[src/chip8_pkg.sv]
package chip8_pkg;

   localparam int ADDR_W      = 12;
   localparam int MEM_DEPTH   = 2 ** ADDR_W;
   localparam int REG_IDX_W   = 4;
   localparam int NUM_REGS    = 2 ** REG_IDX_W;
   localparam int STACK_DEPTH = 16;
   localparam int SP_W        = $clog2(STACK_DEPTH);

   typedef logic [ADDR_W-1:0]    addr_t;
   typedef logic [7:0]           byte_t;
   typedef logic [REG_IDX_W-1:0] reg_idx_t;
   typedef logic [15:0]          instr_t;
   typedef logic [SP_W-1:0]      sp_t;

   localparam addr_t       PC_START = 12'h200;
   localparam reg_idx_t    FLAG_REG = 4'hF;    // VF
   localparam logic [11:0] RET_WORD = 12'h0EE; // low 12 bits of 00EE

   // top nibble of the instruction word
   typedef enum logic [3:0] {
      SYS      = 4'h0,
      JP       = 4'h1,
      CALL     = 4'h2,
      SE_BYTE  = 4'h3,
      SNE_BYTE = 4'h4,
      SE_REG   = 4'h5,
      LD_BYTE  = 4'h6,
      ADD_BYTE = 4'h7,
      ALU      = 4'h8,
      OTHER    = 4'hF
   } opclass_t;

   typedef enum logic [3:0] {
      ALU_LD,
      ALU_OR,
      ALU_AND,
      ALU_XOR,
      ALU_ADD,
      ALU_SUB,
      ALU_SHR,
      ALU_SUBN,
      ALU_SHL,
      ALU_NONE
   } alu_op_t;

   typedef enum logic [2:0] {
      IDLE,
      FETCH_HI,
      FETCH_LO,
      EXEC,
      FLAG
   } seq_state_t;

   typedef struct packed {
      logic     valid;
      reg_idx_t idx;
      byte_t    value;
   } wb_t;

endpackage

[src/call_stack.sv]
`timescale 1ns/1ps

module call_stack
   import chip8_pkg::*;
(
   input  logic  clk,
   input  logic  rst_n,
   input  logic  push,
   input  logic  pop,
   input  addr_t ret_addr,
   output addr_t top
);

   addr_t entries [STACK_DEPTH];
   sp_t   sp;
   sp_t   sp_below;

   assign sp_below = sp - 1'b1; // wraps on underflow
   assign top      = entries[sp_below];

   always_ff @(posedge clk)
   begin
      if (!rst_n)
      begin
         sp <= '0;
      end
      else if (push)
      begin
         sp <= sp + 1'b1;
      end
      else if (pop)
      begin
         sp <= sp_below;
      end
   end

   always_ff @(posedge clk)
   begin
      if (push)
      begin
         entries[sp] <= ret_addr;
      end
   end

endmodule

[config.mk]
export PLATFORM = sky130hd
export DESIGN_NAME = call_stack
export DESIGN_NICKNAME = d
export VERILOG_FILES = /design/src/chip8_pkg.sv /design/src/call_stack.sv
export SDC_FILE = /design/constraint.sdc
export NUM_CORES = 1
export LEC_CHECK = 0
export BUFFER_PORTS_ARGS = -buffer_cell sky130_fd_sc_hd__buf_4
export CORE_ASPECT_RATIO = 0.7
export CORE_MARGIN = 3
export CORE_UTILIZATION = 50
export DETAILED_ROUTE_END_ITERATION = 16
export GPL_TIMING_DRIVEN = 1
export PLACE_DENSITY = 0.66
export SKIP_LAST_GASP = 1
export SLEW_MARGIN = 20
export SYNTH_ARGS = -nofsm -noshare
export SYNTH_HDL_FRONTEND = slang
export SYNTH_SLANG_ARGS = --single-unit
[constraint.sdc]
create_clock -name clk -period 5.1 [get_ports clk]
set_clock_uncertainty 0.2 [all_clocks]
set_input_delay 1.02 -clock clk [delete_from_list [all_inputs] [get_ports clk]]
set_output_delay 1.02 -clock clk [all_outputs]
set_load 0.05 [all_outputs]
[Word-level counts from Yosys, hierarchy flattened]
Memories as Yosys holds them, arrays and structs flattened.
Index checks and enable logic that the tools add are counted.
Cells by class
  add/subtract/negate cells: 2
  muxes and demuxes: 4
  reductions and logical operators: 1
Operators with widths (number)
  two-way mux 4 bit: 2
  adder 4 x 1 -> 4 bit, second input constant: 1
  subtractor 4 x 1 -> 4 bit, second input constant: 1
  two-way mux 1 bit: 2
  nonzero test 2 bit: 1
Word-level totals
  bits in registers: 4
  memory bits (writable): 192
  input bits: 16
  logic and storage cells: 9
  memories: 1
Memory list
  entries: depth 16, bits a word 12, read ports 1, clocked after Yosys merged registers in 0, write ports 1, line call_stack.sv:14  | addr_t entries [STACK_DEPTH];

[Depth between registers and ports, before layout]
  word-level depth: 3
  mapped depth: 10
  depth with buffers taken out: 6

[Worst setup path after synthesis]
OpenSTA, ideal clock, no wires.
  path kind: register to output
  from: register sp[0]
  to: output port top[10]
  data arrival time: 2.582 ns
  required time: 3.880 ns
  slack: 1.298 ns
  cell stages (with the launch flop): 10
  buffers on the path: 5
  cell sequence: dfxtp_1 -> buf_6 -> buf_6 -> inv_2 -> ha_1 -> buf_4 -> buf_2 -> buf_2 -> mux2i_1 -> a21oi_1
Between the ends
  longest elaborated chain between the ends: 2
RTL lines
  from (decl): line call_stack.sv:15  | sp_t sp;
  from (signal assigned): line call_stack.sv:29  | sp <= sp + 1'b1;
  from (signal assigned): line call_stack.sv:33  | sp <= sp_below;
  subtractor 4 x 1 -> 4 bit: line call_stack.sv:18  | assign sp_below = sp - 1'b1;
  memory (16 x 12 bit)
  to (decl): line call_stack.sv:11  | output addr_t top
Every way passes these cells.

[Worst setup path after layout]
  from: register sp[0]
  to: output port top[4]
The elaborated chain is that of the path after synthesis.

==> reports/results.tsv <==
stage	metric	value	unit
grt	first-pass GRT wire length	23.29	mm
pwr	sw frac	0.2821	
synthesis	Seq/Total Area, Yosys	0.7516	
worst_setup_path	Crit path required time	3.88	ns
die	Core Box Area	14950	µm²
cts	CTS root buf	clkbuf_16	
worst_hold_path	Min-Delay Path Class	reg2reg	
sta	fmax	230.1	MHz
sta	Slew Limit Fails	0	
cts	clock latency on the worst-skew pair	0.42	ns
worst_setup_path	Crit path arrival time	3.13	ns
grt	gr usage total	0.1942	
synthesis	synth top area cells	edfxtp_1, mux4_2, mux2i_1	
synthesis	area of the mapped netlist	7777	µm²
final_layout	FILL cells	1091	
synthesis	Distinct cells, synth	30	
worst_setup_path	Max stage delay on crit path	0.63	ns
die	num ports	28	
pwr	Comb pwr share	0.197	
die	height of the die	110.4	µm
cts	clock buffer depth	2	
synthesis	flops & latches, synth	196	
grt	total gr overflow	0	
sta	period utilization	0.8521	
synthesis	leading area contributor after synthesis	edfxtp_1	
grt	vias in the first global route	3633	
die	Die X	155.1	µm
pwr	power per cell area	436.8	nW/µm²
pwr	Pint	0.002765	W
status	outcome	finished clean	
sta	relative max-transition margin	0.2808	
cts	CTS clk-pin slew, worst paths	0.07	ns
synthesis	Mean Syn Cell Area	21.60	µm²
pwr	worst vdd ir	0.0003034	V
grt	largest net degree at the start of global routing	41	
die	initial core utilization	0.5201	
pwr	leakage	2.812	nW
worst_setup_path	worst path cell trace	inv_2 > ha_2 > buf_4 > mux4_2 > nor2b_1 > a211oi_2 > a21oi_1 > buf_4	
routing	DR vias/cell	5.811	
worst_setup_path	startpoint types	flip-flop	
cts	CTS buffer count	17	
routing	1st-pass router iterations	6	
pwr	sequential power share	0.477	
worst_setup_path	critical path's slowest cell	dfxtp_4	
cts	clk sinks	196	
sta	Final setup viols	0	
final_layout	share of cells above drive strength 1	0.3478	
routing	DR iter-0 viols	343	
final_layout	NumNets Final	422	
routing	Post-Route WL	15.38	mm
worst_setup_path	Crit. End Element	primary output	
final_layout	Area growth, synth to finish	13.35	%
synthesis	post-synthesis net count	381	
cts	setup bufs post-CTS	0	
sta	crit path time final	4.346	ns
cts	TritonCTS clock tree	done	
placed_design	HPWL Detailed	9.238	mm
cts	post-CTS sizing	0	
flow_run	max cap viols	0	
synthesis	post-synth top area share	0.7413	
pwr	Psw	0.001086	W
die	# rows	37	
routing	Residual DRC	0	
routing	DR WL/cell	25.25	µm
grt	initial antenna violation count	0	
sta	RSZ-0062 raised after global routing	no	
synthesis	synthesized netlist cell count	360	
cts	Hold Buf Count CTS	0	
sta	setup ws final	0.7542	ns
cts	# H-tree levels	4	
placed_design	DP Worst Slack	1.178	ns
worst_setup_path	Crit Path Max Fanout	24	
routing	Vias	3539	
placed_design	Final GP Congestion	0.7135	
worst_setup_path	Most Frequent Cell on Critical Path	buf_4	
placed_design	# port buffers	27	
worst_setup_path	Crit Path Class	reg2out	
sta	worst-margin pin slew	1.078	ns
sta	setup_tns	0	ns
die	Die Area	17110	µm²
sta	Hold Vio Cnt, Final	0	
final_layout	diode count	0	
synthesis	yosys warns	0	
routing	Antenna Violating Nets Remaining	0	
pwr	Clock power frac	0.326	
[stage by stage]
step	utilization	total power [W]	hold slack, ns	std cells	instance area (µm²)
after floorplan	-	0.002414	0.4423	360	7777
after global placement	0.5524	0.002633	0.5119	577	8260
after detailed placement	0.5524	0.002640	0.5502	577	8260
after CTS	0.5896	0.003882	0.5658	609	8816
after global routing	0.5896	0.003996	0.6004	609	8816
final	0.5896	0.003851	0.5656	609	8816
[synthesized netlist by cell type, drive strengths merged]
| master | number |
|---|---|
| edfxtp | 192 |
| mux4 | 48 |
| buf | 18 |
| nor2 | 14 |
| nor2b | 13 |
| a211oi | 12 |
| a21oi | 12 |
| mux2i | 12 |
| ha | 5 |
| nand2 | 5 |
| nor3 | 5 |
| dfxtp | 4 |
| and2 | 3 |
| inv | 3 |
| nand2b | 3 |
| xor2 | 3 |
| clkbuf | 2 |
| xnor2 | 2 |
| a221oi | 1 |
| nand4 | 1 |
| o21ai | 1 |
| o41ai | 1 |
[flip-flops by register name, indices dropped and copies added, names as in the netlist]
name     flops
sp           4
entries    192
[kinds of logic after synthesis]
group,synth area share
AO/OA/AOI/OAI,0.02832
XOR/XNOR,0.006597
adder cells (fa/ha/maj),0.008044
buffers and inverters,0.02188
flip-flops,0.7516
multiplexers,0.1544
AND/OR/NAND/NOR,0.02912
[final cells by class]
cell class	instances	area [µm²]	share of cell area
Timing Repair Buffer	42	327.8	0.03718
Multi-Input combinational cell	141	1828	0.2074
Sequential cell	196	5849	0.6635
Inverter	3	11.26	0.001277
Clock buffer	17	425.4	0.04825
Clock inverter	15	130.1	0.01476
Tap cell	195	244.0	0.02768
[power by group through the flow]
stage / Clock, W / Combinational (W) / Sequential [W]
finish: 0.00125 / 0.000758 / 0.00184
global placement: 0 / 0.000760 / 0.00187
floorplan: 0 / 0.000562 / 0.00185
detailed placement: 0 / 0.000765 / 0.00188
CTS: 0.00127 / 0.000769 / 0.00184
global route: 0.00135 / 0.000805 / 0.00184
[final timing paths]
path / startpoint / endpoint / slack (ns) / cells past startpoint
worst min register to register: sp[1] / sp[1] / 0.57 / 2
worst min-delay path: sp[1] / sp[1] / 0.57 / 2
worst max register to register: sp[2] / entries[4][7] / 2.55 / 2
worst max-delay path: sp[0] / top[4] / 0.75 / 8
[worst max-delay path: cells and delay by family, from the launching register on]
family,cells,cell delay (ns)
buffers and inverters,3,0.78
DFF,1,0.63
adders and majority gates,1,0.48
muxes,1,0.34
AOI/OAI and AO/OA,2,0.31
and+or+nand+nor,1,0.15
[metal layers]
layer	wire length (µm)	track usage	part of all wire
met1	7234	0.2905	0.47
met2	7195	0.2951	0.47
met3	795	0.04409	0.052
met4	153	0.04978	0.0099
met5	0	0	0
[cell usage in the layout, fill, tap and decap left out, types with 8 or more instances in the layout]
cell       netlist  final
nor2_1          14      9
nor2b_1         13     13
mux4_2          48     48
mux2i_1         12     12
buf_4            4     41
clkbuf_16        0     17
a21oi_1         12     12
edfxtp_1       192    192
a211oi_2         8      8
(Power assumes the default switching activity.)
