File: src/chip8_pkg.sv
package chip8_pkg;

   localparam int ADDR_W      = 12;
   localparam int MEM_DEPTH   = 2 ** ADDR_W;
   localparam int REG_IDX_W   = 4;
   localparam int NUM_REGS    = 2 ** REG_IDX_W;
   localparam int STACK_DEPTH = 16;
   localparam int SP_W        = $clog2(STACK_DEPTH);

   typedef logic [ADDR_W-1:0]    addr_t;
   typedef logic [7:0]           byte_t;
   typedef logic [REG_IDX_W-1:0] reg_idx_t;
   typedef logic [15:0]          instr_t;
   typedef logic [SP_W-1:0]      sp_t;

   localparam addr_t       PC_START = 12'h200;
   localparam reg_idx_t    FLAG_REG = 4'hF;    // VF
   localparam logic [11:0] RET_WORD = 12'h0EE; // low 12 bits of 00EE

   // top nibble of the instruction word
   typedef enum logic [3:0] {
      SYS      = 4'h0,
      JP       = 4'h1,
      CALL     = 4'h2,
      SE_BYTE  = 4'h3,
      SNE_BYTE = 4'h4,
      SE_REG   = 4'h5,
      LD_BYTE  = 4'h6,
      ADD_BYTE = 4'h7,
      ALU      = 4'h8,
      OTHER    = 4'hF
   } opclass_t;

   typedef enum logic [3:0] {
      ALU_LD,
      ALU_OR,
      ALU_AND,
      ALU_XOR,
      ALU_ADD,
      ALU_SUB,
      ALU_SHR,
      ALU_SUBN,
      ALU_SHL,
      ALU_NONE
   } alu_op_t;

   typedef enum logic [2:0] {
      IDLE,
      FETCH_HI,
      FETCH_LO,
      EXEC,
      FLAG
   } seq_state_t;

   typedef struct packed {
      logic     valid;
      reg_idx_t idx;
      byte_t    value;
   } wb_t;

endpackage

File: src/reg_file.sv
`timescale 1ns/1ps

module reg_file
   import chip8_pkg::*;
(
   input  logic     clk,
   input  reg_idx_t rd_a_idx,
   input  reg_idx_t rd_b_idx,
   output byte_t    rd_a,
   output byte_t    rd_b,
   input  wb_t      wb
);

   byte_t regs [NUM_REGS];

   // V0..VF, VF doubles as the flag register
   assign rd_a = regs[rd_a_idx];
   assign rd_b = regs[rd_b_idx];

   always_ff @(posedge clk)
   begin
      if (wb.valid)
      begin
         regs[wb.idx] <= wb.value;
      end
   end

endmodule

File: config.mk
export PLATFORM = sky130hd
export DESIGN_NAME = reg_file
export DESIGN_NICKNAME = d
export VERILOG_FILES = /design/src/chip8_pkg.sv /design/src/reg_file.sv
export SDC_FILE = /design/constraint.sdc
export NUM_CORES = 1
export LEC_CHECK = 0
export ABC_AREA = 1
export ABC_CLOCK_PERIOD_IN_PS = 3100
export BUFFER_PORTS_ARGS = -buffer_cell sky130_fd_sc_hd__buf_4
export CAP_MARGIN = 20
export CORE_ASPECT_RATIO = 1.25
export CORE_MARGIN = 3
export CORE_UTILIZATION = 40
export CTS_CLUSTER_SIZE = 12
export DETAILED_ROUTE_END_ITERATION = 8
export HOLD_SLACK_MARGIN = 0.02
export SYNTH_ARGS = -nofsm -noshare
export SYNTH_HDL_FRONTEND = slang
export SYNTH_SLANG_ARGS = --single-unit
File: constraint.sdc
create_clock -name clk -period 3.1 [get_ports clk]
set_input_delay 0.465 -clock clk [delete_from_list [all_inputs] [get_ports clk]]
set_output_delay 0.465 -clock clk [all_outputs]
set_load 0.02 [all_outputs]
Yosys cells after proc, flatten, opt, wreduce, memory -nomap -nowiden
Memories as Yosys holds them, arrays and structs flattened.
Cells that the tools add are included.
{"block": "op_classes", "mux": 2}
{"cell": "2-to-1 mux 1 bit", "count": 2}
{"block": "totals", "ff_bits": 0, "ramBits": 128, "in_bits": 22, "output_inout_bits": 16, "mem_count": 1}
{"memory": "regs", "words": 16, "word_bits": 8, "rd": 2, "rd_ports_with_merged_regs": 0, "wr": 1, "line_no": "reg_file.sv:14", "source": "byte_t regs [NUM_REGS];"}

Longest topological paths before layout
Gate-level depths: netlist of run 1.
{"block": "logic_depth", "ltp_word": 2, "ltp_mapped": 7, "mapped_depth_nobuf": 6}

Least setup slack after synthesis of run 1
Ideal clock, no wire load.
{"block": "synth_path", "kind": "input to output", "from": "in rd_b_idx[1]", "to": "out rd_b[1]", "arrival_time_ns": 1.222, "required_time_ns": 2.635, "path_slack_ns": 1.413, "cell_stages": 7, "n_path_buf": 2, "cell_sequence": "buf_2 -> inv_2 -> buf_2 -> nand3_1 -> nand3_1 -> nand3_1 -> nand2_1"}
{"block": "synth_via", "elab_chain_len": 1}
{"item": "start, declared", "line_no": "reg_file.sv:8", "source": "input reg_idx_t rd_b_idx,"}
{"item": "memory read (16 x 8 bit)"}
{"item": "end, declared", "line_no": "reg_file.sv:10", "source": "output byte_t rd_b,"}
Every way passes these cells.

Final worst setup path of run 1
{"block": "layout_path", "from": "in rd_a_idx[1]", "to": "out rd_a[2]"}
{"block": "layout_via", "elab_chain_len": 1}
{"item": "start, declared", "line_no": "reg_file.sv:7", "source": "input reg_idx_t rd_a_idx,"}
{"item": "memory read (16 x 8 bit)"}
{"item": "end, declared", "line_no": "reg_file.sv:9", "source": "output byte_t rd_a,"}
Every way passes these cells.

==> metrics.txt, run 1 <==
PwrDens=552 nW/um^2; Tmin final=2.43 ns; Avg WL per Cell=18.6 um; WL final=20.2 mm; Clk pwr share=0.439; Post-Place Cell Area=7290 um^2; Post-synth EDFFs=128; Tot Pwr=4330 uW; row cnt=53; post-layout instance area=7850 um^2; fill cell count=1674; final hold vios=0; dominant cell type by area after synthesis=edfxtp_1; Async SR Flop Fraction=0; register bit count reported by yosys=128; largest reg by FF count=regs; Max VDD drop=0.000308 V; vias=5637; Mapped Area=6940 um^2; Post-Route Setup TNS=0 ns; Post-CTS Setup Inserts=0; Unique masters post-synth=12; combinational group share of total power=0.111; Die Wd=124 um; Initial Utilization=0.410; Setup Viol. Count Final=0; sequential share of the synthesized area=0.554; Commonest cells post-synth=277 x nand2_1, 225 x nand3_1, 134 x inv_1; CTS resizes=0; max-cap viol count=0; Crit. End Element=output port; CTS tree=done; Final HPWL DP=13.2 mm; switching part of the total=0.262; Die Height=153 um; routability congestion estimate from global placement=0.928; P_int=3200 uW; most common cell in the netlist=nand2_1; syn nets=857; Die Area=19000 um^2; Core Area=16900 um^2; # port buffers=37; CP required=2.63 ns; Worst Path Arrival=1.96 ns; register share of total power=0.450; commonest register cell after synthesis=edfxtp_1; DRC=0; Net Switching=1140 uW; Syn Inst Count=835; Post-Syn Area per Cell=8.31 um^2; startpoint types=primary input; clock slew at reported path FFs=0.06 ns; synth top area cells=edfxtp_1 55%, nand3_1 16%, nand2_1 15%; clk buf depth=2; GRT overflow=0; post-synth top area share=0.554; final antenna-violating net count=0; I/O Pins=38; DR vias/cell=5.18; Worst Max-Slew Pin Slew=0.898 ns; GRT Overall Usage=0.223; Worst Path Max Fanout=32; max reg flops=128; initial antenna violation count=0; RSZ-0062 raised after global routing=no; Fmax achieved=0.412 GHz; Final Util=0.464; CTS Buf Count=17; initial DRC count=717; synthesis-to-layout area growth=13.1%; Leak Pwr=0.00353 uW; Post-CTS Hold Buffers=0; global-route wire length before repair=31.3 mm; Crit Path Class=primary input to output port; root buf cell=clkbuf_16; fraction of layout cells with a size suffix above 1=0.0968; relative slew slack=0.399; largest net degree at the start of global routing=65; drt pass-1 iters=5; end of the critical path=rd_a[2]; Slew Limit Fails=0; Ys Warns=0; vias in the first global route=5596; Hold/Removal Path Class=primary input to flip-flop; Largest regs=regs x128; Worst Setup SP=rd_a_idx[1]; # diodes=0; run status=completed; NumNets Final=877; H-Tree Depth=4; Clock Sinks=128; period utilization=0.783
[worst min-delay path by stage]
stage	to	depth (start not counted)	slack, ns	start
2_1_floorplan	regs[0][0]	0	0.56	wb[0]
3_3_place_gp	regs[4][6]	1	0.82	wb[6]
3_5_place_dp	regs[2][6]	1	0.83	wb[6]
4_1_cts	regs[0][6]	1	0.38	wb[6]
5_1_grt	regs[0][6]	1	0.39	wb[6]
6_report	regs[2][6]	1	0.39	wb[6]
[critical path: stages]
cell,delay [ns]
buf_4,0.19
inv_2,0.55
nand3_1,0.15
nand3_1,0.18
nand3_1,0.13
nand2_1,0.13
buf_4,0.15
[cell type report]
| class | count | area [um^2] | area share |
|---|---|---|---|
| flip-flops and latches | 128 | 3840 | 0.490 |
| clock inverters | 15 | 135 | 0.0172 |
| repair buffers | 49 | 405 | 0.0517 |
| multi-input cells | 521 | 2240 | 0.286 |
| well taps | 220 | 275 | 0.0351 |
| clock buffers | 17 | 425 | 0.0542 |
| inverters | 138 | 518 | 0.0660 |
[layer usage]
metal | routed length [um] | share of wire | global-route usage
met3 | 1040 | 0.051 | 0.0392
met5 | 0 | 0 | 0
met4 | 657 | 0.032 | 0.108
met2 | 9880 | 0.49 | 0.359
met1 | 8650 | 0.43 | 0.288
[layout by cell type (no fill, tap or decap)]
master	Yosys	routed
nand2_1	277	277
nand3_1	225	225
inv_1	134	134
edfxtp_1	128	128
buf_4	4	46
nor2_1	17	17
clkbuf_16	0	17
inv_2	4	4
inv_6	0	4
clkinvlp_4	0	4
clkinv_4	0	3
buf_12	0	3
nand3b_1	2	2
clkinv_2	0	2
clkinv_1	0	1
bufinv_16	0	1
[kinds of logic after synthesis]
kind of cell / after synthesis / share of synthesized area
DFF: 128 / 0.554
and+or+nand+nor: 521 / 0.323
buffers and inverters: 186 / 0.123
[power by group through the flow]
stage,Sequential [uW],Clock [uW],Combinational (uW)
floorplan,1980,0,307
global placement,1980,0,479
detailed placement,1980,0,481
CTS,1950,1930,482
global route,1950,2000,528
finish,1950,1900,483
[per-stage QoR]
step / hold slack, ns / std cells / setup slack (ns)
2_1_floorplan: 0.564 / 835 / 1.41
3_3_place_gp: 0.818 / 1056 / 0.711
3_5_place_dp: 0.827 / 1056 / 0.718
4_1_cts: 0.379 / 1088 / 0.716
5_1_grt: 0.392 / 1088 / 0.610
6_report: 0.394 / 1088 / 0.673
Note: power is estimated with default switching activity, not from simulation.
==> run 2, diff against run 1 <==
--- a/config.mk
+++ b/config.mk
@@ -6,7 +6,7 @@
 export NUM_CORES = 1
 export LEC_CHECK = 0
 export ABC_AREA = 1
-export ABC_CLOCK_PERIOD_IN_PS = 3100
+export ABC_CLOCK_PERIOD_IN_PS = 2300
 export BUFFER_PORTS_ARGS = -buffer_cell sky130_fd_sc_hd__buf_4
 export CAP_MARGIN = 20
 export CORE_ASPECT_RATIO = 1.25
==> constraint.sdc (replaced) <==
create_clock -name clk -period 2.3 [get_ports clk]
set_input_delay 0.345 -clock clk [delete_from_list [all_inputs] [get_ports clk]]
set_output_delay 0.345 -clock clk [all_outputs]
set_load 0.02 [all_outputs]
==> metrics.txt, run 2 (synthesis gave the netlist of run 1 again) <==
global-route wire length before repair=31.1 mm; Die Wd=124 um; Worst Path Max Fanout=64; max reg flops=128; Worst Setup SP=rd_b_idx[0]; clock slew at reported path FFs=0.06 ns; Crit. End Element=output port; Clock Sinks=128; vias in the first global route=5461; Post-CTS Hold Buffers=0; end of the critical path=rd_b[3]; Largest regs=regs x128; # diodes=0; Leak Pwr=0.00365 uW; Hold/Removal Path Class=primary input to flip-flop; I/O Pins=38; final hold vios=0; GRT overflow=0; DR vias/cell=5.29; final antenna-violating net count=0; initial antenna violation count=0; CTS Buf Count=17; Post-Route Setup TNS=0 ns; synthesis-to-layout area growth=16.4%; Die Height=153 um; final hold slack=0.255 ns; PwrDens=758 nW/um^2; Die Area=19000 um^2; row cnt=53; Crit Path Class=primary input to output port; fill cell count=1651; # port buffers=37; Tmin final=2.01 ns; root buf cell=clkbuf_16; max-cap viol count=0; fraction of layout cells with a size suffix above 1=0.112; period utilization=0.872; Initial Utilization=0.410; routability congestion estimate from global placement=0.884; Hold Path Stages=1; CTS tree=done; initial DRC count=696; clk buf depth=2; Place WS=0.304 ns; DRC=0; Final Util=0.477; Post-CTS Setup Inserts=0; Setup Viol. Count Final=0; drt pass-1 iters=5; Worst Max-Slew Pin Slew=0.381 ns; NumNets Final=894; Core Area=16900 um^2; RSZ-0062 raised after global routing=no; vias=5841; Max VDD drop=0.000461 V; Avg WL per Cell=18.5 um; startpoint types=primary input; WL final=20.4 mm; Slew Limit Fails=0; most frequent cells in the layout=277 x nand2_1, 225 x nand3_1, 134 x inv_1; largest net degree at the start of global routing=65; Worst Path Arrival=1.66 ns; fin worst setup slack=0.294 ns; H-Tree Depth=4; CP required=1.96 ns; GRT Overall Usage=0.221; Tot Pwr=6120 uW; run status=completed; largest reg by FF count=regs; Final HPWL DP=13.1 mm; Fmax achieved=0.498 GHz; relative slew slack=0.745; CTS resizes=0; most common cell after layout, fill and taps aside=nand2_1
-- run 2: worst min path at each step --
stage	start	end	slack, ns
4_1_cts	wb[4]	regs[2][4]	0.24
6_report	wb[4]	regs[0][4]	0.25
2_1_floorplan	wb[0]	regs[0][0]	0.44
3_3_place_gp	wb[4]	regs[0][4]	0.68
5_1_grt	wb[4]	regs[2][4]	0.27
3_5_place_dp	wb[4]	regs[0][4]	0.68
-- run 2: critical path, cell delays in order --
cell	delay [ns]
buf_4	0.17
inv_2	0.08
buf_12	0.28
nand2_1	0.09
nand3_1	0.08
nand3_1	0.14
nand3_1	0.13
nand2_1	0.13
buf_4	0.19
-- run 2: final cells by class --
type                            count  area, um^2  share of cell area
Inverter                          138         518              0.0642
Sequential cell                   128        3840               0.476
Multi-Input combinational cell    521        2240               0.278
Timing Repair Buffer               66         571              0.0707
Tap cell                          220         275              0.0341
Clock buffer                       19         433              0.0536
Clock inverter                     13         189              0.0234
-- run 2: through the flow --
stage	std cells	cell area, um^2
2_1_floorplan	835	6940
3_3_place_gp	1073	7450
3_5_place_dp	1073	7450
4_1_cts	1105	8070
5_1_grt	1105	8070
6_report	1105	8070
-- run 2: routing by layer --
metal	up-vias	GRT usage	wire length (um)
li1	2765	-	-
met2	303	0.348	9860
met1	2732	0.302	8450
met3	41	0.0433	1560
met5	-	0	0
met4	0	0.0813	554
-- run 2: power by group --
part	internal [uW]	switching (uW)
Combinational	219	463
Clock	1810	1000
Sequential	2620	10.4
