===== config.mk =====
export PLATFORM = sky130hd
export DESIGN_NAME = exec_unit
export DESIGN_NICKNAME = d
export VERILOG_FILES = /design/src/chip8_pkg.sv /design/src/alu.sv /design/src/exec_unit.sv
export SDC_FILE = /design/constraint.sdc
export NUM_CORES = 1
export LEC_CHECK = 0
export BUFFER_PORTS_ARGS = -buffer_cell sky130_fd_sc_hd__buf_2
export CAP_MARGIN = 20
export CORE_MARGIN = 2
export CORE_UTILIZATION = 38
export DETAILED_ROUTE_END_ITERATION = 7
export PLACE_DENSITY = 0.62
export SYNTH_ARGS = -nofsm -noshare
export SYNTH_HDL_FRONTEND = slang
export SYNTH_HIERARCHICAL = 1
export SYNTH_SLANG_ARGS = --single-unit
export TNS_END_PERCENT = 5

===== constraint.sdc =====
create_clock -name clk -period 2.3 [get_ports clk]
set_input_delay 0.345 -clock clk [delete_from_list [all_inputs] [get_ports clk]]
set_output_delay 0.345 -clock clk [all_outputs]
set_load 0.01 [all_outputs]

===== src/chip8_pkg.sv =====
package chip8_pkg;

   localparam int ADDR_W      = 12;
   localparam int MEM_DEPTH   = 2 ** ADDR_W;
   localparam int REG_IDX_W   = 4;
   localparam int NUM_REGS    = 2 ** REG_IDX_W;
   localparam int STACK_DEPTH = 16;
   localparam int SP_W        = $clog2(STACK_DEPTH);

   typedef logic [ADDR_W-1:0]    addr_t;
   typedef logic [7:0]           byte_t;
   typedef logic [REG_IDX_W-1:0] reg_idx_t;
   typedef logic [15:0]          instr_t;
   typedef logic [SP_W-1:0]      sp_t;

   localparam addr_t       PC_START = 12'h200;
   localparam reg_idx_t    FLAG_REG = 4'hF;    // VF
   localparam logic [11:0] RET_WORD = 12'h0EE; // low 12 bits of 00EE

   // top nibble of the instruction word
   typedef enum logic [3:0] {
      SYS      = 4'h0,
      JP       = 4'h1,
      CALL     = 4'h2,
      SE_BYTE  = 4'h3,
      SNE_BYTE = 4'h4,
      SE_REG   = 4'h5,
      LD_BYTE  = 4'h6,
      ADD_BYTE = 4'h7,
      ALU      = 4'h8,
      OTHER    = 4'hF
   } opclass_t;

   typedef enum logic [3:0] {
      ALU_LD,
      ALU_OR,
      ALU_AND,
      ALU_XOR,
      ALU_ADD,
      ALU_SUB,
      ALU_SHR,
      ALU_SUBN,
      ALU_SHL,
      ALU_NONE
   } alu_op_t;

   typedef enum logic [2:0] {
      IDLE,
      FETCH_HI,
      FETCH_LO,
      EXEC,
      FLAG
   } seq_state_t;

   typedef struct packed {
      logic     valid;
      reg_idx_t idx;
      byte_t    value;
   } wb_t;

endpackage


===== src/alu.sv =====
`timescale 1ns/1ps

module alu
   import chip8_pkg::*;
(
   input  alu_op_t op,
   input  byte_t   vx,
   input  byte_t   vy,
   output byte_t   result,
   output logic    flag,
   output logic    writes_flag
);

   logic [8:0] sum;

   assign sum = {1'b0, vx} + {1'b0, vy};

   always_comb
   begin
      result      = vx;
      flag        = 1'b0;
      writes_flag = 1'b0;
      case (op)
         ALU_LD:  result = vy;
         ALU_OR:  result = vx | vy;
         ALU_AND: result = vx & vy;
         ALU_XOR: result = vx ^ vy;
         ALU_ADD:
         begin
            result      = sum[7:0];
            flag        = sum[8]; // carry out
            writes_flag = 1'b1;
         end
         ALU_SUB:
         begin
            result      = vx - vy;
            flag        = vx > vy; // no borrow
            writes_flag = 1'b1;
         end
         ALU_SHR:
         begin
            result      = vx >> 1;
            flag        = vx[0];
            writes_flag = 1'b1;
         end
         ALU_SUBN:
         begin
            result      = vy - vx;
            flag        = vy > vx;
            writes_flag = 1'b1;
         end
         ALU_SHL:
         begin
            result      = vx << 1;
            flag        = vx[7];
            writes_flag = 1'b1;
         end
         default: result = vx;
      endcase
   end

endmodule


===== src/exec_unit.sv =====
`timescale 1ns/1ps

module exec_unit
   import chip8_pkg::*;
(
   input  logic     clk,
   input  logic     rst_n,
   input  logic     exec,
   input  logic     flag_cycle,
   input  instr_t   instr,
   input  byte_t    vx,
   input  byte_t    vy,
   output reg_idx_t x_idx,
   output reg_idx_t y_idx,
   output wb_t      wb,
   output logic     skip,
   output logic     jump,
   output logic     call,
   output logic     ret,
   output logic     flag_pending,
   output addr_t    jump_target
);

   opclass_t opclass;
   alu_op_t  alu_op;
   byte_t    kk;
   byte_t    alu_result;
   logic     alu_flag;
   logic     alu_writes_flag;
   logic     cond_hit;
   logic     flag_hold;
   logic     wb_valid;
   reg_idx_t wb_idx;
   byte_t    wb_value;
   wb_t      wb_next;

   assign x_idx       = instr[11:8];
   assign y_idx       = instr[7:4];
   assign kk          = instr[7:0];
   assign jump_target = instr[11:0];

   always_comb
   begin
      case (instr[15:12])
         4'h0:    opclass = SYS;
         4'h1:    opclass = JP;
         4'h2:    opclass = CALL;
         4'h3:    opclass = SE_BYTE;
         4'h4:    opclass = SNE_BYTE;
         4'h5:    opclass = SE_REG;
         4'h6:    opclass = LD_BYTE;
         4'h7:    opclass = ADD_BYTE;
         4'h8:    opclass = ALU;
         default: opclass = OTHER; // runs as a no-op
      endcase
      case (instr[3:0])
         4'h0:    alu_op = ALU_LD;
         4'h1:    alu_op = ALU_OR;
         4'h2:    alu_op = ALU_AND;
         4'h3:    alu_op = ALU_XOR;
         4'h4:    alu_op = ALU_ADD;
         4'h5:    alu_op = ALU_SUB;
         4'h6:    alu_op = ALU_SHR;
         4'h7:    alu_op = ALU_SUBN;
         4'hE:    alu_op = ALU_SHL;
         default: alu_op = ALU_NONE;
      endcase
   end

   alu alu_i (
      .op          (alu_op),
      .vx          (vx),
      .vy          (vy),
      .result      (alu_result),
      .flag        (alu_flag),
      .writes_flag (alu_writes_flag)
   );

   always_comb
   begin
      case (opclass)
         SE_BYTE:  cond_hit = vx == kk;
         SNE_BYTE: cond_hit = vx != kk;
         SE_REG:   cond_hit = vx == vy;
         default:  cond_hit = 1'b0;
      endcase
   end

   assign skip         = exec && cond_hit;
   assign jump         = exec && (opclass == JP || opclass == CALL);
   assign call         = exec && opclass == CALL;
   assign ret          = exec && opclass == SYS && instr[11:0] == RET_WORD;
   assign flag_pending = exec && opclass == ALU && alu_writes_flag;

   always_comb
   begin
      wb_next.valid = 1'b0;
      wb_next.idx   = x_idx;
      wb_next.value = kk;
      case (opclass)
         LD_BYTE:  wb_next.valid = exec;
         ADD_BYTE:
         begin
            wb_next.valid = exec; // VF untouched
            wb_next.value = vx + kk;
         end
         ALU:
         begin
            wb_next.valid = exec && alu_op != ALU_NONE;
            wb_next.value = alu_result;
         end
         default: wb_next.valid = 1'b0;
      endcase
   end

   always_ff @(posedge clk)
   begin
      if (!rst_n)
      begin
         wb_valid <= 1'b0;
      end
      else
      begin
         wb_valid <= flag_cycle || wb_next.valid;
      end
   end

   always_ff @(posedge clk)
   begin
      if (flag_cycle)
      begin
         wb_idx   <= FLAG_REG;
         wb_value <= byte_t'(flag_hold);
      end
      else
      begin
         wb_idx   <= wb_next.idx;
         wb_value <= wb_next.value;
      end
      if (flag_pending)
      begin
         flag_hold <= alu_flag; // written to VF one cycle later
      end
   end

   assign wb = '{valid: wb_valid, idx: wb_idx, value: wb_value};

endmodule


After elaboration in Yosys (flattened, before gate mapping)
Memories as Yosys holds them, arrays and structs flattened. Cells that the tools add are included. Widths: inputs -> output; s select.

Bits in registers: 14. ROM bits: 128. Memories: 2.

Add/subtract/negate cells: 4. Magnitude comparators: 2. Equality and inequality tests: 21. Muxes and demuxes: 7. Bitwise logic cells: 3. Reduce and logical (&&, ||, !) cells: 14.

Memory list: (no name shown) (depth 16, bits a word 4, read ports 1, clocked after memory_dff 0, wr ports 0, RTL line exec_unit.sv:44) `case (instr[15:12])`; (no name shown) (depth 16, bits a word 4, read ports 1, clocked after memory_dff 0, wr ports 0, RTL line exec_unit.sv:56) `case (instr[3:0])`.

Operators with widths (count): $pmux 8 s9 (1); $eq 4x3->1 const B (8); $eq 4x2->1 const B (4); $eq 8x8->1 (2); $gt 8x8->1 (2); $pmux 8 s2 (1); $sub 8x8->8 (2); $eq 12x8->1 const B (1); $add 8x8->9 (1); $add 8x8->8 (1); $and 8x8->8 (1); $eq 4x1->1 const B (2); $eq 4x4->1 const B (2); $logic_and 1x1->1 (8); $logic_not 4->1 (2); $ne 8x8->1 (1); $or 8x8->8 (1); $xor 8x8->8 (1); $pmux 1 s5 (1); $reduce_or 5->1 (1); $ne 4x4->1 const B (1); $pmux 1 s3 (1); $logic_or 1x1->1 (2); $mux 1 (2); 2 further kinds (2).

Longest topological paths before layout
An unclocked memory read counts as a cell.

Depth after elaboration: 5. Mapped depth: 15. Mapped depth without buffers: 12.

Cells and area by module
Netlist, hierarchy kept.

Modules (own cells, without submodules): alu (times used 1, cells an instance 291, area each 2030.7 um^2, sequential area each 0.0 um^2); exec_unit (times used 1, cells an instance 172, area each 1436.4 um^2, sequential area each 290.3 um^2).

Worst setup path before layout
No wires, ideal clock.

Path type: in2reg. Start point: input instr[0]. End point: register wb_value[5]. Library setup time: 0.120 ns. Arrival: 2.266 ns. Data required time: 2.180 ns. Path slack: -0.086 ns. Stages on the path: 15. Path buffers: 3. Cells stage by stage: inv_1 -> nand4_1 -> nand2_1 -> nand2_1 -> buf_4 -> buf_2 -> buf_2 -> nor2_1 -> a21oi_1 -> a22oi_1 -> nor2_1 -> a211oi_1 -> a31oi_1 -> a221o_1 -> o31a_1.

Word-level cells in the longest chain between the ends: 4. Elaborated cells on any way between the ends: 13.

Ends and longest elaborated chain: start: declaration (RTL line exec_unit.sv:10) `input instr_t instr,`; $mem_v2 16x4 (*); named net alu_op[0] (RTL line exec_unit.sv:25) `alu_op_t alu_op;`; $eq 4x4->1, or another cell as far along (RTL line alu.sv:23) `case (op)`; $pmux 8 s9 (*) (RTL line alu.sv:23); named net alu_result[5] (RTL line exec_unit.sv:27) `byte_t alu_result;`; $pmux 8 s2 (*) (RTL line exec_unit.sv:100) `case (opclass)`; end signal: assignment (RTL line exec_unit.sv:133) `wb_value <= byte_t'(flag_hold);`; end signal: assignment (RTL line exec_unit.sv:138) `wb_value <= wb_next.value;`; end: declaration (RTL line exec_unit.sv:34) `byte_t wb_value;`.

Mark *: on every way through the listed nets, which the timed path passes. The rest lies on a longest branch. A chain may end at the register's enable or synchronous reset.

Worst setup path in the final report
Start point: input vx[3]. End point: register wb_value[5].

Word-level cells in the longest chain between the ends: 3. Elaborated cells on any way between the ends: 6.

Ends and longest elaborated chain: start: declaration (RTL line exec_unit.sv:11) `input byte_t vx,`; $sub 8x8->8, or another cell as far along (RTL line alu.sv:48) `result = vy - vx;`; $pmux 8 s9 (*) (RTL line alu.sv:23); named net alu_result[5] (RTL line exec_unit.sv:27); $pmux 8 s2 (*) (RTL line exec_unit.sv:100).

Marked as above.

==> run metrics <==
status=complete, no violations; VDD IR max=0.000188 V; Power Total=between 1.5 and 2 mW; via count=4,261; global-route wire length before repair=20.4 mm; Tcrit/Tclk final=99.7%; worst setup margin=0.00801 ns; HP Class=input port to flip-flop; largest net degree at the start of global routing=34; Cells after DPL=722; GRT Resource Usage Total=25.7%; CP Launch Type=input port; vias in the first global route=3,968; Worst path max stage delay=approximately 0.36 ns; Max Cap Viol=0; post-layout util=57.5%; Detail Route Antenna Nets=0; vias per cell=5.82; clk slew on worst S/H paths=0.06 ns; Worst path slowest cell=a2111oi_4; final hold viol count=0; Syn Inst Count=463; final WL=13.2 mm; Final Max Slew Viols=0; worst-path fanout max=4; drt wl/cell=18.1 microns; Synth Register Bits=14; initial antenna violation count=0; fraction of registers with async set/reset=0%; commonest non-fill, non-tap cell in the layout=buf_4; Worst EP arrival=2.43 ns; clock sinks=14; post-route cell area=0.00507 sq mm; DR iter-0 viols=405; non-filler instance count after layout=732; CTS tree=done; Chip Height=99.5 microns; die area=0.00990 sq mm; ys flop type=dfxtp_1; layout cells sized above 1=between 40% and 50%; PwrDens=305 mW/mm^2; post-layout minimum cycle time=2.29 ns; cells along the critical path=buf_2 > inv_1 > ha_4 > and3_2 > a2111oi_4 > o2bb2ai_1 > o21ai_1 > a31oi_1 > a221o_1 > o31a_1; number of synthesized flops with an enable pin=1; Clock Skews=0.00725 ns; DP HPWL=10.6 mm; H-tree levels=1; RSZ-0062 raised after global routing=yes; Root Buffer=clkbuf_8; Layout area overhead=46.1%; CTS buffer count=3; worst hold slack=between 0.3 and 0.4 ns; yosys warns=6; placed inst area=between 0.004 and 0.005 sq mm; Crit. End Element=flip-flop; multi-input logic area=0.00302 sq mm; global route total overflow=0; Syn Area/Cell=7.49 sq um; Ports=74; net count after synthesis=545; Leak=2.36 nW; WP data required=2.44 ns; Antenna Cells=0; core area=0.00881 sq mm; Die X=99.5 microns; synthesized cell area=0.00347 sq mm; Yosys cell types=77; Port Buffers=73; Post-Route Setup TNS=0 ns; register area share after synthesis=8.37%; Fmax=436 MHz; most frequent cells in the layout=buf_4, buf_2, inv_1, nor2_1, ha_1; Tightest Pin Transition=0.558 ns; maximum root-to-sink buffer count=2; DR pass1 iterations=5; # fillers=839; dpl ws=-0.449 ns; Final #Nets=707; final setup fails=0; # DRC=0; Worst-Skew Late Latency=0.25 ns; CP Class=input port to flip-flop; Initial Util=39.4%; Slew HR=a little over three fifths; GPL Wtd Cong=0.962; row cnt=34; FF+latch area=roughly 290 sq um
sequential cells by signal, indices dropped and copies added (netlist names):
name and count:
wb_idx 4, wb_valid 1, wb_value 8, flag_hold 1
critical path, delay by kind of cell:
kind / cells / cell delay, ns
buffers and inverters: 2 / 0.22
AO/OA/AOI/OAI: 6 / 1.40
AND/OR/NAND/NOR: 1 / 0.25
adder cells (fa/ha/maj): 1 / 0.23
routing by layer:
| metal | global-route usage, % | part of all wire (%) |
|---|---|---|
| met1 | 36.5 | 44 |
| met2 | 41.9 | 48 |
| met3 | 1.76 | 6.1 |
| met4 | 6.85 | 1.5 |
| met5 | 0 | 0 |
path summary, 6_finish.rpt:
path,from,end,slack [ns],cells after the start
worst min register to register,flag_hold$_DFFE_PP_,wb_value[0]$_DFF_P_,0.55,2
worst max register to register,flag_hold$_DFFE_PP_,wb_value[0]$_DFF_P_,1.67,2
worst min-delay path,instr[8],wb_idx[0]$_SDFF_PP1_,0.31,2
worst max-delay path,vx[3],wb_value[5]$_SDFF_PP0_,0.008,10
cell families (layout without fill, tap and decap cells):
family	after synthesis	in the layout	synth area share, %
xor+xnor	10	10	2.53
fa+ha+maj	46	46	17.5
simple gates	151	151	25.0
mux	10	10	3.61
buf+inv	88	249	13.5
flops	14	14	8.37
compound gates	144	144	29.4
Yosys cell counts (all sizes together) (3+ instances only):
cell type / instances / area [sq um]
or2: 5 / 31.3
a2111oi: 3 / 52.6
and3: 8 / 50.1
dfxtp: 13 / 260
nand3: 12 / 60.1
o221ai: 6 / 52.6
o31ai: 3 / 27.5
o21ai: 22 / 110
nor2b: 9 / 56.3
nand2: 20 / 75.1
and2: 5 / 31.3
a211oi: 6 / 45.0
clkbuf: 5 / 18.8
o22ai: 9 / 56.3
o2111ai: 4 / 35.0
ha: 42 / 526
mux2i: 8 / 80.1
xnor2: 8 / 70.1
buf: 40 / 289
o211ai: 3 / 22.5
o21a: 4 / 30.0
or3: 3 / 18.8
inv: 43 / 161
nor4: 10 / 68.8
a31oi: 8 / 50.1
a22oi: 11 / 82.6
nor2: 37 / 144
nand2b: 9 / 56.3
fa: 4 / 80.1
a21o: 5 / 37.5
a21oi: 31 / 155
nor3: 15 / 85.1
a221oi: 6 / 52.6
nor4b: 4 / 41.3
power by group:
part / switching [mW] / internal, mW
registers: 0.00320 / 0.261
clock network: 0.0947 / 0.152
logic: 0.548 / 0.486
total: 0.646 / 0.899
layout make-up:
type / count / share of cell area (%)
clock buffers: 4 / 1.09
inverters: 43 / 3.33
multi-input cells: 361 / 59.7
flip-flops and latches: 14 / 5.73
well taps: 108 / 2.67
repair buffers: 202 / 27.5
repair_timing:
item,in CTS,in global routing
hold buffers,0,0
cloned,0,0
buffers inserted,0,6
gates resized for setup,12,65
setup endpoints to repair,7,10
pin swaps,5,28
Note: power is estimated with default switching activity, not from simulation.
