## config.mk

```make
export PLATFORM = sky130hd
export DESIGN_NAME = sequencer
export DESIGN_NICKNAME = d
export VERILOG_FILES = /design/src/chip8_pkg.sv /design/src/sequencer.sv
export SDC_FILE = /design/constraint.sdc
export NUM_CORES = 1
export LEC_CHECK = 0
export ABC_AREA = 1
export BUFFER_PORTS_ARGS = -buffer_cell sky130_fd_sc_hd__buf_4
export CORE_MARGIN = 4
export CORE_UTILIZATION = 40
export CTS_BUF_LIST = sky130_fd_sc_hd__clkbuf_16
export CTS_CLUSTER_SIZE = 14
export DETAILED_ROUTE_END_ITERATION = 8
export HOLD_SLACK_MARGIN = 0.15
export PLACE_DENSITY = 0.74
export SYNTH_ARGS = -nofsm -noshare
export SYNTH_HDL_FRONTEND = slang
export SYNTH_SLANG_ARGS = --single-unit
```

## constraint.sdc

```tcl
create_clock -name clk -period 2 [get_ports clk]
set_input_delay 0.5 -clock clk [delete_from_list [all_inputs] [get_ports clk]]
set_output_delay 0.5 -clock clk [all_outputs]
set_load 0.01 [all_outputs]
```

## src/chip8_pkg.sv

```systemverilog
package chip8_pkg;

   localparam int ADDR_W      = 12;
   localparam int MEM_DEPTH   = 2 ** ADDR_W;
   localparam int REG_IDX_W   = 4;
   localparam int NUM_REGS    = 2 ** REG_IDX_W;
   localparam int STACK_DEPTH = 16;
   localparam int SP_W        = $clog2(STACK_DEPTH);

   typedef logic [ADDR_W-1:0]    addr_t;
   typedef logic [7:0]           byte_t;
   typedef logic [REG_IDX_W-1:0] reg_idx_t;
   typedef logic [15:0]          instr_t;
   typedef logic [SP_W-1:0]      sp_t;

   localparam addr_t       PC_START = 12'h200;
   localparam reg_idx_t    FLAG_REG = 4'hF;    // VF
   localparam logic [11:0] RET_WORD = 12'h0EE; // low 12 bits of 00EE

   // top nibble of the instruction word
   typedef enum logic [3:0] {
      SYS      = 4'h0,
      JP       = 4'h1,
      CALL     = 4'h2,
      SE_BYTE  = 4'h3,
      SNE_BYTE = 4'h4,
      SE_REG   = 4'h5,
      LD_BYTE  = 4'h6,
      ADD_BYTE = 4'h7,
      ALU      = 4'h8,
      OTHER    = 4'hF
   } opclass_t;

   typedef enum logic [3:0] {
      ALU_LD,
      ALU_OR,
      ALU_AND,
      ALU_XOR,
      ALU_ADD,
      ALU_SUB,
      ALU_SHR,
      ALU_SUBN,
      ALU_SHL,
      ALU_NONE
   } alu_op_t;

   typedef enum logic [2:0] {
      IDLE,
      FETCH_HI,
      FETCH_LO,
      EXEC,
      FLAG
   } seq_state_t;

   typedef struct packed {
      logic     valid;
      reg_idx_t idx;
      byte_t    value;
   } wb_t;

endpackage

```

## src/sequencer.sv

```systemverilog
`timescale 1ns/1ps

module sequencer
   import chip8_pkg::*;
(
   input  logic   clk,
   input  logic   rst_n,
   input  logic   run,
   input  byte_t  mem_rdata,
   output addr_t  mem_raddr,
   output instr_t instr,
   output logic   exec,
   output logic   flag_cycle,
   input  logic   skip,
   input  logic   jump,
   input  logic   call,
   input  logic   ret,
   input  logic   flag_pending,
   input  addr_t  jump_target,
   input  addr_t  stack_top,
   output logic   push,
   output logic   pop,
   output addr_t  ret_addr,
   output addr_t  pc
);

   seq_state_t state;
   seq_state_t state_next;
   byte_t      instr_hi;

   assign exec       = state == EXEC;
   assign flag_cycle = state == FLAG;
   assign mem_raddr  = (state == FETCH_LO) ? pc + 12'd1 : pc;
   assign instr      = {instr_hi, mem_rdata}; // low byte straight off the RAM
   assign push       = exec && call;
   assign pop        = exec && ret;
   assign ret_addr   = pc; // already past the CALL in EXEC

   always_comb
   begin
      state_next = state;
      case (state)
         IDLE:     state_next = FETCH_HI;
         FETCH_HI: state_next = FETCH_LO;
         FETCH_LO: state_next = EXEC;
         EXEC:     state_next = flag_pending ? FLAG : FETCH_HI;
         FLAG:     state_next = FETCH_HI;
         default:  state_next = IDLE;
      endcase
      if (!run)
      begin
         state_next = IDLE;
      end
   end

   always_ff @(posedge clk)
   begin
      if (!rst_n)
      begin
         state <= IDLE;
         pc    <= PC_START;
      end
      else
      begin
         state <= state_next;
         if (!run)
         begin
            pc <= PC_START;
         end
         else if (state == FETCH_LO)
         begin
            pc <= pc + 12'd2;
         end
         else if (exec)
         begin
            if (jump)
            begin
               pc <= jump_target;
            end
            else if (ret)
            begin
               pc <= stack_top;
            end
            else if (skip)
            begin
               pc <= pc + 12'd2; // step over next instruction
            end
         end
      end
   end

   always_ff @(posedge clk)
   begin
      if (state == FETCH_LO)
      begin
         instr_hi <= mem_rdata;
      end
   end

endmodule

```

Word level (Yosys, flattened, before mapping)
Cells that the tools add are included.
- bits in registers: 23
- bits in latches: 0
- RAM bits: 0
- bits in read-only memories: 0
- bits of input ports: 40
- output and inout bits: 56
- word-level logic and storage cells: 25
- memories: 0
- $add $sub $neg: 2
- $mul: 0
- divide/modulo/power cells: 0
- order comparisons: 0
- equality and inequality tests: 4
- shifts and indexed selects: 0
- mux-type cells: 8
- bitwise logic cells: 0
- reductions and logical operators: 8
- operators by type and width (kind ; number):
    2-to-1 mux 12 bit ; 6
    adder 12 x 1 -> 12 bit, second input constant ; 1
    adder 12 x 2 -> 12 bit, second input constant ; 1
    one-hot mux 3 bit (4 select lines) ; 1
    == test 3 x 2 -> 1 bit, second input constant ; 2
    AND reduction 2 bit ; 2
    nonzero test 4 bit ; 1
    == test 3 x 1 -> 1 bit, second input constant ; 1
    == test 3 bit, second input constant ; 1
    logical NOT 3 bit ; 1
    2-to-1 mux 3 bit ; 1
    logical AND 1 bit ; 2
    nonzero test 2 bit ; 1
    OR reduction 2 bit ; 1

Longest topological paths before layout
Gate-level depths: netlist of run 1.
- depth after elaboration: 6
- mapped depth: 10
- mapped depth without buffers: 10

Least setup slack after synthesis of run 1
OpenSTA, ideal clock, no wires.
- kind: register to output
- start point: register pc[2]
- end point: output mem_raddr[11]
- arrival time: 1.307 ns
- path slack: 0.193 ns
- cell stages (with the launch flop): 9
- path buffers: 0
- cells stage by stage: dfxtp_1 > ha_1 > nand2_1 > nor2_1 > nand2_1 > nand2_1 > nand2_1 > nand2_1 > o21ai_0
- word-level cells in the longest chain between the ends: 2
- RTL lines (item ; line ; source):
    start, declared ; sequencer.sv:24 ; output addr_t pc
    start signal, assigned ; sequencer.sv:72 ; pc <= pc + 12'd2;
    start signal, assigned ; sequencer.sv:78 ; pc <= jump_target;
    start signal, assigned ; sequencer.sv:82 ; pc <= stack_top;
    adder 12 x 1 -> 12 bit ; sequencer.sv:33 ; assign mem_raddr = (state == FETCH_LO) ? pc + 12'd1 : pc;
    2-to-1 mux 12 bit ; sequencer.sv:33 ;
    end, declared ; sequencer.sv:10 ; output addr_t mem_raddr,
No other way between the ends.

Worst setup path in the final report of run 1
- start point: register state[1]
- end point: output mem_raddr[10]
- word-level cells in the longest chain between the ends: 2
- RTL lines (item ; line ; source):
    start, declared ; sequencer.sv:27 ; seq_state_t state;
    start signal, assigned ; sequencer.sv:65 ; state <= state_next;
    == test 3 x 2 -> 1 bit ; sequencer.sv:33 ;
    2-to-1 mux 12 bit ; sequencer.sv:33 ;
No other way between the ends.

==> results of run 1 <==
==> sequential cells by signal, indices dropped and copies added (netlist names) <==
name and cells:
instr_hi 8, state 3, pc 12
==> per-stage QoR <==
step                instance area, um2  cells  TNS [ps]  total power (uW)  hold WS (ps)
CTS                               2420    375         0              1150           424
finish                            2480    376         0              1140           424
global placement                  2310    369         0               706           503
floorplan                         1650    240         0               610           501
global route                      2480    376      -360              1200           421
detailed placement                2310    369         0               709           526
==> cells in the mapped netlist <==
master	count
edfxtp_1	8
a21oi_1	19
buf_2	4
dfxtp_1	15
nand2_1	60
nand2_2	3
nor2_4	5
a211oi_1	1
inv_2	2
xnor2_1	2
nor3_1	5
o22ai_1	4
nand2_4	1
a31oi_1	1
buf_4	22
ha_1	2
inv_1	24
nand4_1	1
nand3_1	23
nor2_1	15
xor2_1	5
o21ai_0	18
==> path summary, 6_finish.rpt <==
check | end | from | cells past startpoint | slack [ps]
hold reg to reg | state[0] | state[2] | 1 | 500
setup / recovery | mem_raddr[10] | state[1] | 10 | 3
hold / removal | instr_hi[6] | mem_rdata[6] | 1 | 420
setup reg to reg | pc[1] | state[1] | 8 | 600
==> worst max-delay path: stages, from the launching register on <==
cell and delay (ps):
dfxtp_2 330, inv_2 50, nor2_4 130, nand2_4 90, nor2_4 120, nand2_2 90, nor2_4 120, nand2_1 60
nand2_1 60, nand2_1 60, buf_6 120
==> logic make-up after synthesis <==
group / Yosys count
compound gates: 43
buf+inv: 52
xor+xnor: 7
simple gates: 113
fa+ha+maj: 2
flops: 23
==> final cells by class <==
cell class                 instances  area (um2)
multi-input combinational        165         867
clock buffer                       3        75.1
inverter                          26        97.6
timing repair buffer             108         818
clock inverter                     1        5.00
tap                               50        62.6
sequential                        23         556
fill                             390        1520
==> per-layer routing <==
metal	vias to the layer above	track usage (%)	routed length (um)
li1	935	-	-
met1	806	23.3	1820
met2	73	33.4	2610
met3	4	3.46	430
met4	0	3.34	31
met5	-	0	0
==> power by group through the flow <==
| stage | logic, uW | clock network (uW) | registers, uW |
|---|---|---|---|
| floorplan | 97.7 | 0 | 512 |
| global placement | 198 | 0 | 509 |
| detailed placement | 200 | 0 | 509 |
| CTS | 203 | 450 | 497 |
| global route | 227 | 473 | 498 |
| finish | 204 | 444 | 497 |
==> cell usage in the layout, fill, tap and decap left out, drive strengths merged <==
master | Yosys | routed
ha | 2 | 2
clkinv | 0 | 1
xnor2 | 2 | 2
nand3 | 23 | 23
a31oi | 1 | 1
a21oi | 19 | 19
a211oi | 1 | 1
inv | 26 | 26
o21ai | 18 | 18
nor3 | 5 | 5
nand4 | 1 | 1
xor2 | 5 | 5
nand2 | 64 | 64
buf | 26 | 108
dfxtp | 15 | 15
nor2 | 20 | 20
edfxtp | 8 | 8
o22ai | 4 | 4
clkbuf | 0 | 3
==> repair_timing <==
item                       in CTS  in global routing
setup endpoints to repair       9                 11
buffers inserted                2                  1
pin swaps                       3                  2
resized for setup               8                 18
hold buffers                    0                  0
==> results.toml, run 1 <==
[run_status]
status = "completed"

[routing]
drc = 0
dr.pass1.iters = 4
ant_nets = 0
dr_total_vias = 1818
avgRoutedWirePerCell_um = 13.0
routed_via_density = 4.84
drtIter0Drc = 126
drt_wl_total_um = 4890

[timing]
relSlewSlack_pct = 80.6
worst_slack_ps = 2.98
tightestPinTransition_ps = 291
maxSlewViolCount = 0
hold_viol_final = 0
rsz0062_at_grt = "true"
finalCriticalPeriod_ps = 2000
timing.final.crit_share_pct = 99.9
fmax_ghz = 0.501
setup_violations = 0
clock_skew_ps = 1.81

[floorplanning]
die_w_um = 72.2
die_height_um = 72.2
design.core.area_mm2 = 0.00400
dieArea_mm2 = 0.00521
io_pins = 96
row_count = 23
start_util_pct = 41.2

[clock_network]
root_buffer = "clkbuf_16"
htreeDepth = 1
cts_max_path_buffers = 2
numCtsBuffers = 3
insertion_delay_ps = 260
cts_tree = "yes"
clkTransAtPathRegs_ps = 60
cts.sinks = 23

[global_routing]
grt_start_max_net_pins = 15
overflow = 0
grtUsageTotal_pct = 18.6
antenna_found_initial = 0
first_global_vias = 1691
grt_pass1_wl_um = 7760

[placed_design]
numPortBuffers = 95
gp_congestion = 0.820
dp_hpwl_um = 3810
pre_cts_slack_ps = 136

[power_and_ir_drop]
intPower_uw = 866
combinationalPowerShare_pct = 17.8
switching_power_uw = 278
p_seq_share_pct = 43.4
power.share.clock_pct = 38.8
power_density_mw_per_mm2 = 461
peakVddDrop_uv = 413
p_leak_uw = 0.00119
swShare_pct = 24.3

[setup_path]
crit_type = "reg -> out"
worstPathRequired_ps = 1500
cp-end-kind = "primary output"
start_kind = "flop"
path_max_fanout = 3
crit_arrival_ps = 1500

[final_layout]
layout.nets = 369
final_util_pct = 62.0
n_antenna_cell = 0
drive_above_1_share_pct = 42.9
syn_to_final_growth_pct = 50.6

[logic_synthesis]
ys_ff_latch = 23
syn_area_per_cell_um2 = 6.87
synth_top_cells_by_area = "dfxtp_1 18%, edfxtp_1 15%, nand2_1 14%"
synth_xor_area_share_pct = 3.72
synth_top_family_by_area = "simple AND/OR/NAND/NOR gates"
synth_compound_area_share_pct = 13.6
seq_area_frac_synth_pct = 32.8
synth-simple-area-share_pct = 31.2
yosysTopAreaCellShare_pct = 18.2
synthAdderAreaFrac_pct = 1.52
synth_mux_area_share_pct = 0
syn-cell-area_mm2 = 0.00165
synth_area_leader_cell = "dfxtp_1"
ys_types = 22
yosysWarnings = 0
syn_nets = 282
synth_cells = 240

[flow_run]
cap_violations = 0

[hold_path]
hold_class = "in -> reg"
Power figures use the tool's default switching activity.
==> run 2: changes to the inputs <==
- REMOVE_ABC_BUFFERS: default -> 1
==> results.toml, run 2 (same netlist as run 1, synthesis figures left out) <==
[routing]
dr_total_vias = 1870
wl_met1_um = 1950
drt_wl_total_um = 4830
drc = 0
dr_wl_met2_um = 2400
ant_nets = 0
routed_via_density = 4.90
dr.pass1.iters = 5
top_layer = "met4"
avgRoutedWirePerCell_um = 12.6
drtIter0Drc = 93
route.met3.wl_um = 373

[setup_path]
start_kind = "flop"
max_stage_delay_ps = 340
crit_arrival_ps = 1540
worstPathRequired_ps = 1500
crit_buf_inv = 3
cp-end-kind = "primary output"
crit_family = "simple AND/OR/NAND/NOR gates"
cp_slowest_cell = "dfxtp_2"
path_max_fanout = 3
crit_type = "reg -> out"
path_cells = "inv_2 -> nor2_4 -> nand2_4 -> nor2_4 -> buf_4 -> nand3_1 -> xor2_1 -> buf_4"

[floorplanning]
row_count = 23
die_height_um = 72.2
design.core.area_mm2 = 0.00400
start_util_pct = 41.2
die_w_um = 72.2
dieArea_mm2 = 0.00521
io_pins = 96

[run_status]
status = "finished, violations left"
violations = "negative setup slack"

[timing]
maxSlewViolCount = 0
tightestPinTransition_ps = 284
hold_slack_ps = 422
setup_violations = 3
relSlewSlack_pct = 81.0
hold_viol_final = 0
worst_slack_ps = -40.7
timing.final.crit_share_pct = 102
rsz0062_at_grt = "true"
fmax_ghz = 0.490
finalCriticalPeriod_ps = 2040
tns_ps = -61.7
clock_skew_ps = 1.88

[placed_design]
numPortBuffers = 95
placed_cell_area_mm2 = 0.00232
gp_congestion = 0.841
dp_hpwl_um = 3770

[clock_network]
clkTransAtPathRegs_ps = 60
cts.sinks = 23
insertion_delay_ps = 260
cts_tree = "yes"
cts_hold_buf = 0
cts_max_path_buffers = 2
htreeDepth = 1
root_buffer = "clkbuf_16"
numCtsBuffers = 3

[flow_run]
cap_violations = 0

[final_layout]
n_antenna_cell = 0
layout.nets = 375
final_common_cell = "buf_4"
drive_above_1_share_pct = 44.0
layout_common_cells = "113 x buf_4, 58 x nand2_1, 24 x inv_1"
final_util_pct = 63.2
registers.top_by_ff_count = "pc"
reg_top3 = "pc: 12 flops, instr_hi: 8 flops, state: 3 flops"
final_design_area_no_fill_mm2 = 0.00253
syn_to_final_growth_pct = 53.5
fillers = 376
largest_reg_flops = 12

[global_routing]
grt_start_max_net_pins = 15
overflow = 0
antenna_found_initial = 0
grtUsageTotal_pct = 18.2
first_global_vias = 1726
grt_pass1_wl_um = 7580

[power_and_ir_drop]
power_density_mw_per_mm2 = 455
p_leak_uw = 0.00122
peakVddDrop_uv = 280
power_uw = 1150

[hold_path]
hold_class = "in -> reg"
-- run 2: stage by stage --
step / setup WS (ps) / std cells
after detailed placement: 158 / 370
after global routing: -119 / 382
after global placement: 204 / 370
after floorplan: 109 / 214
after CTS: 0.327 / 377
final: -40.7 / 382
-- run 2: final timing paths --
path	start	endpoint	slack (ps)	cells past startpoint
max	state[1]	mem_raddr[8]	-40	8
min	mem_rdata[4]	instr_hi[4]	420	1
max reg2reg	state[1]	pc[2]	620	8
min reg2reg	pc[4]	pc[4]	520	2
-- run 2: final cells by class --
class,count,area (um2),share of cell area [%]
tap,50,62.6,2.47
timing repair buffer,114,860,34.0
multi-input combinational,165,865,34.2
clock inverter,1,7.51,0.297
sequential,23,563,22.3
inverter,26,97.6,3.86
clock buffer,3,75.1,2.97
-- run 2: power breakdown --
group,switching [uW],internal (uW)
clock network,180,272
logic,96.5,108
registers,6.93,488
total,284,867
-- run 2: metal layers --
metal  global-route usage (%)  up-vias
li1                         -      951
met1                     22.1      829
met2                     32.2       81
met3                     2.63        9
met4                     6.89        0
met5                        0        -
-- run 2: repair_timing --
| action | CTS | global route |
|---|---|---|
| gates resized for setup | 15 | 12 |
| buffers inserted | 3 | 5 |
| setup endpoints to repair | 9 | 8 |
| endpoints found under the hold margin | 0 | 0 |
| pin swaps | 3 | 11 |
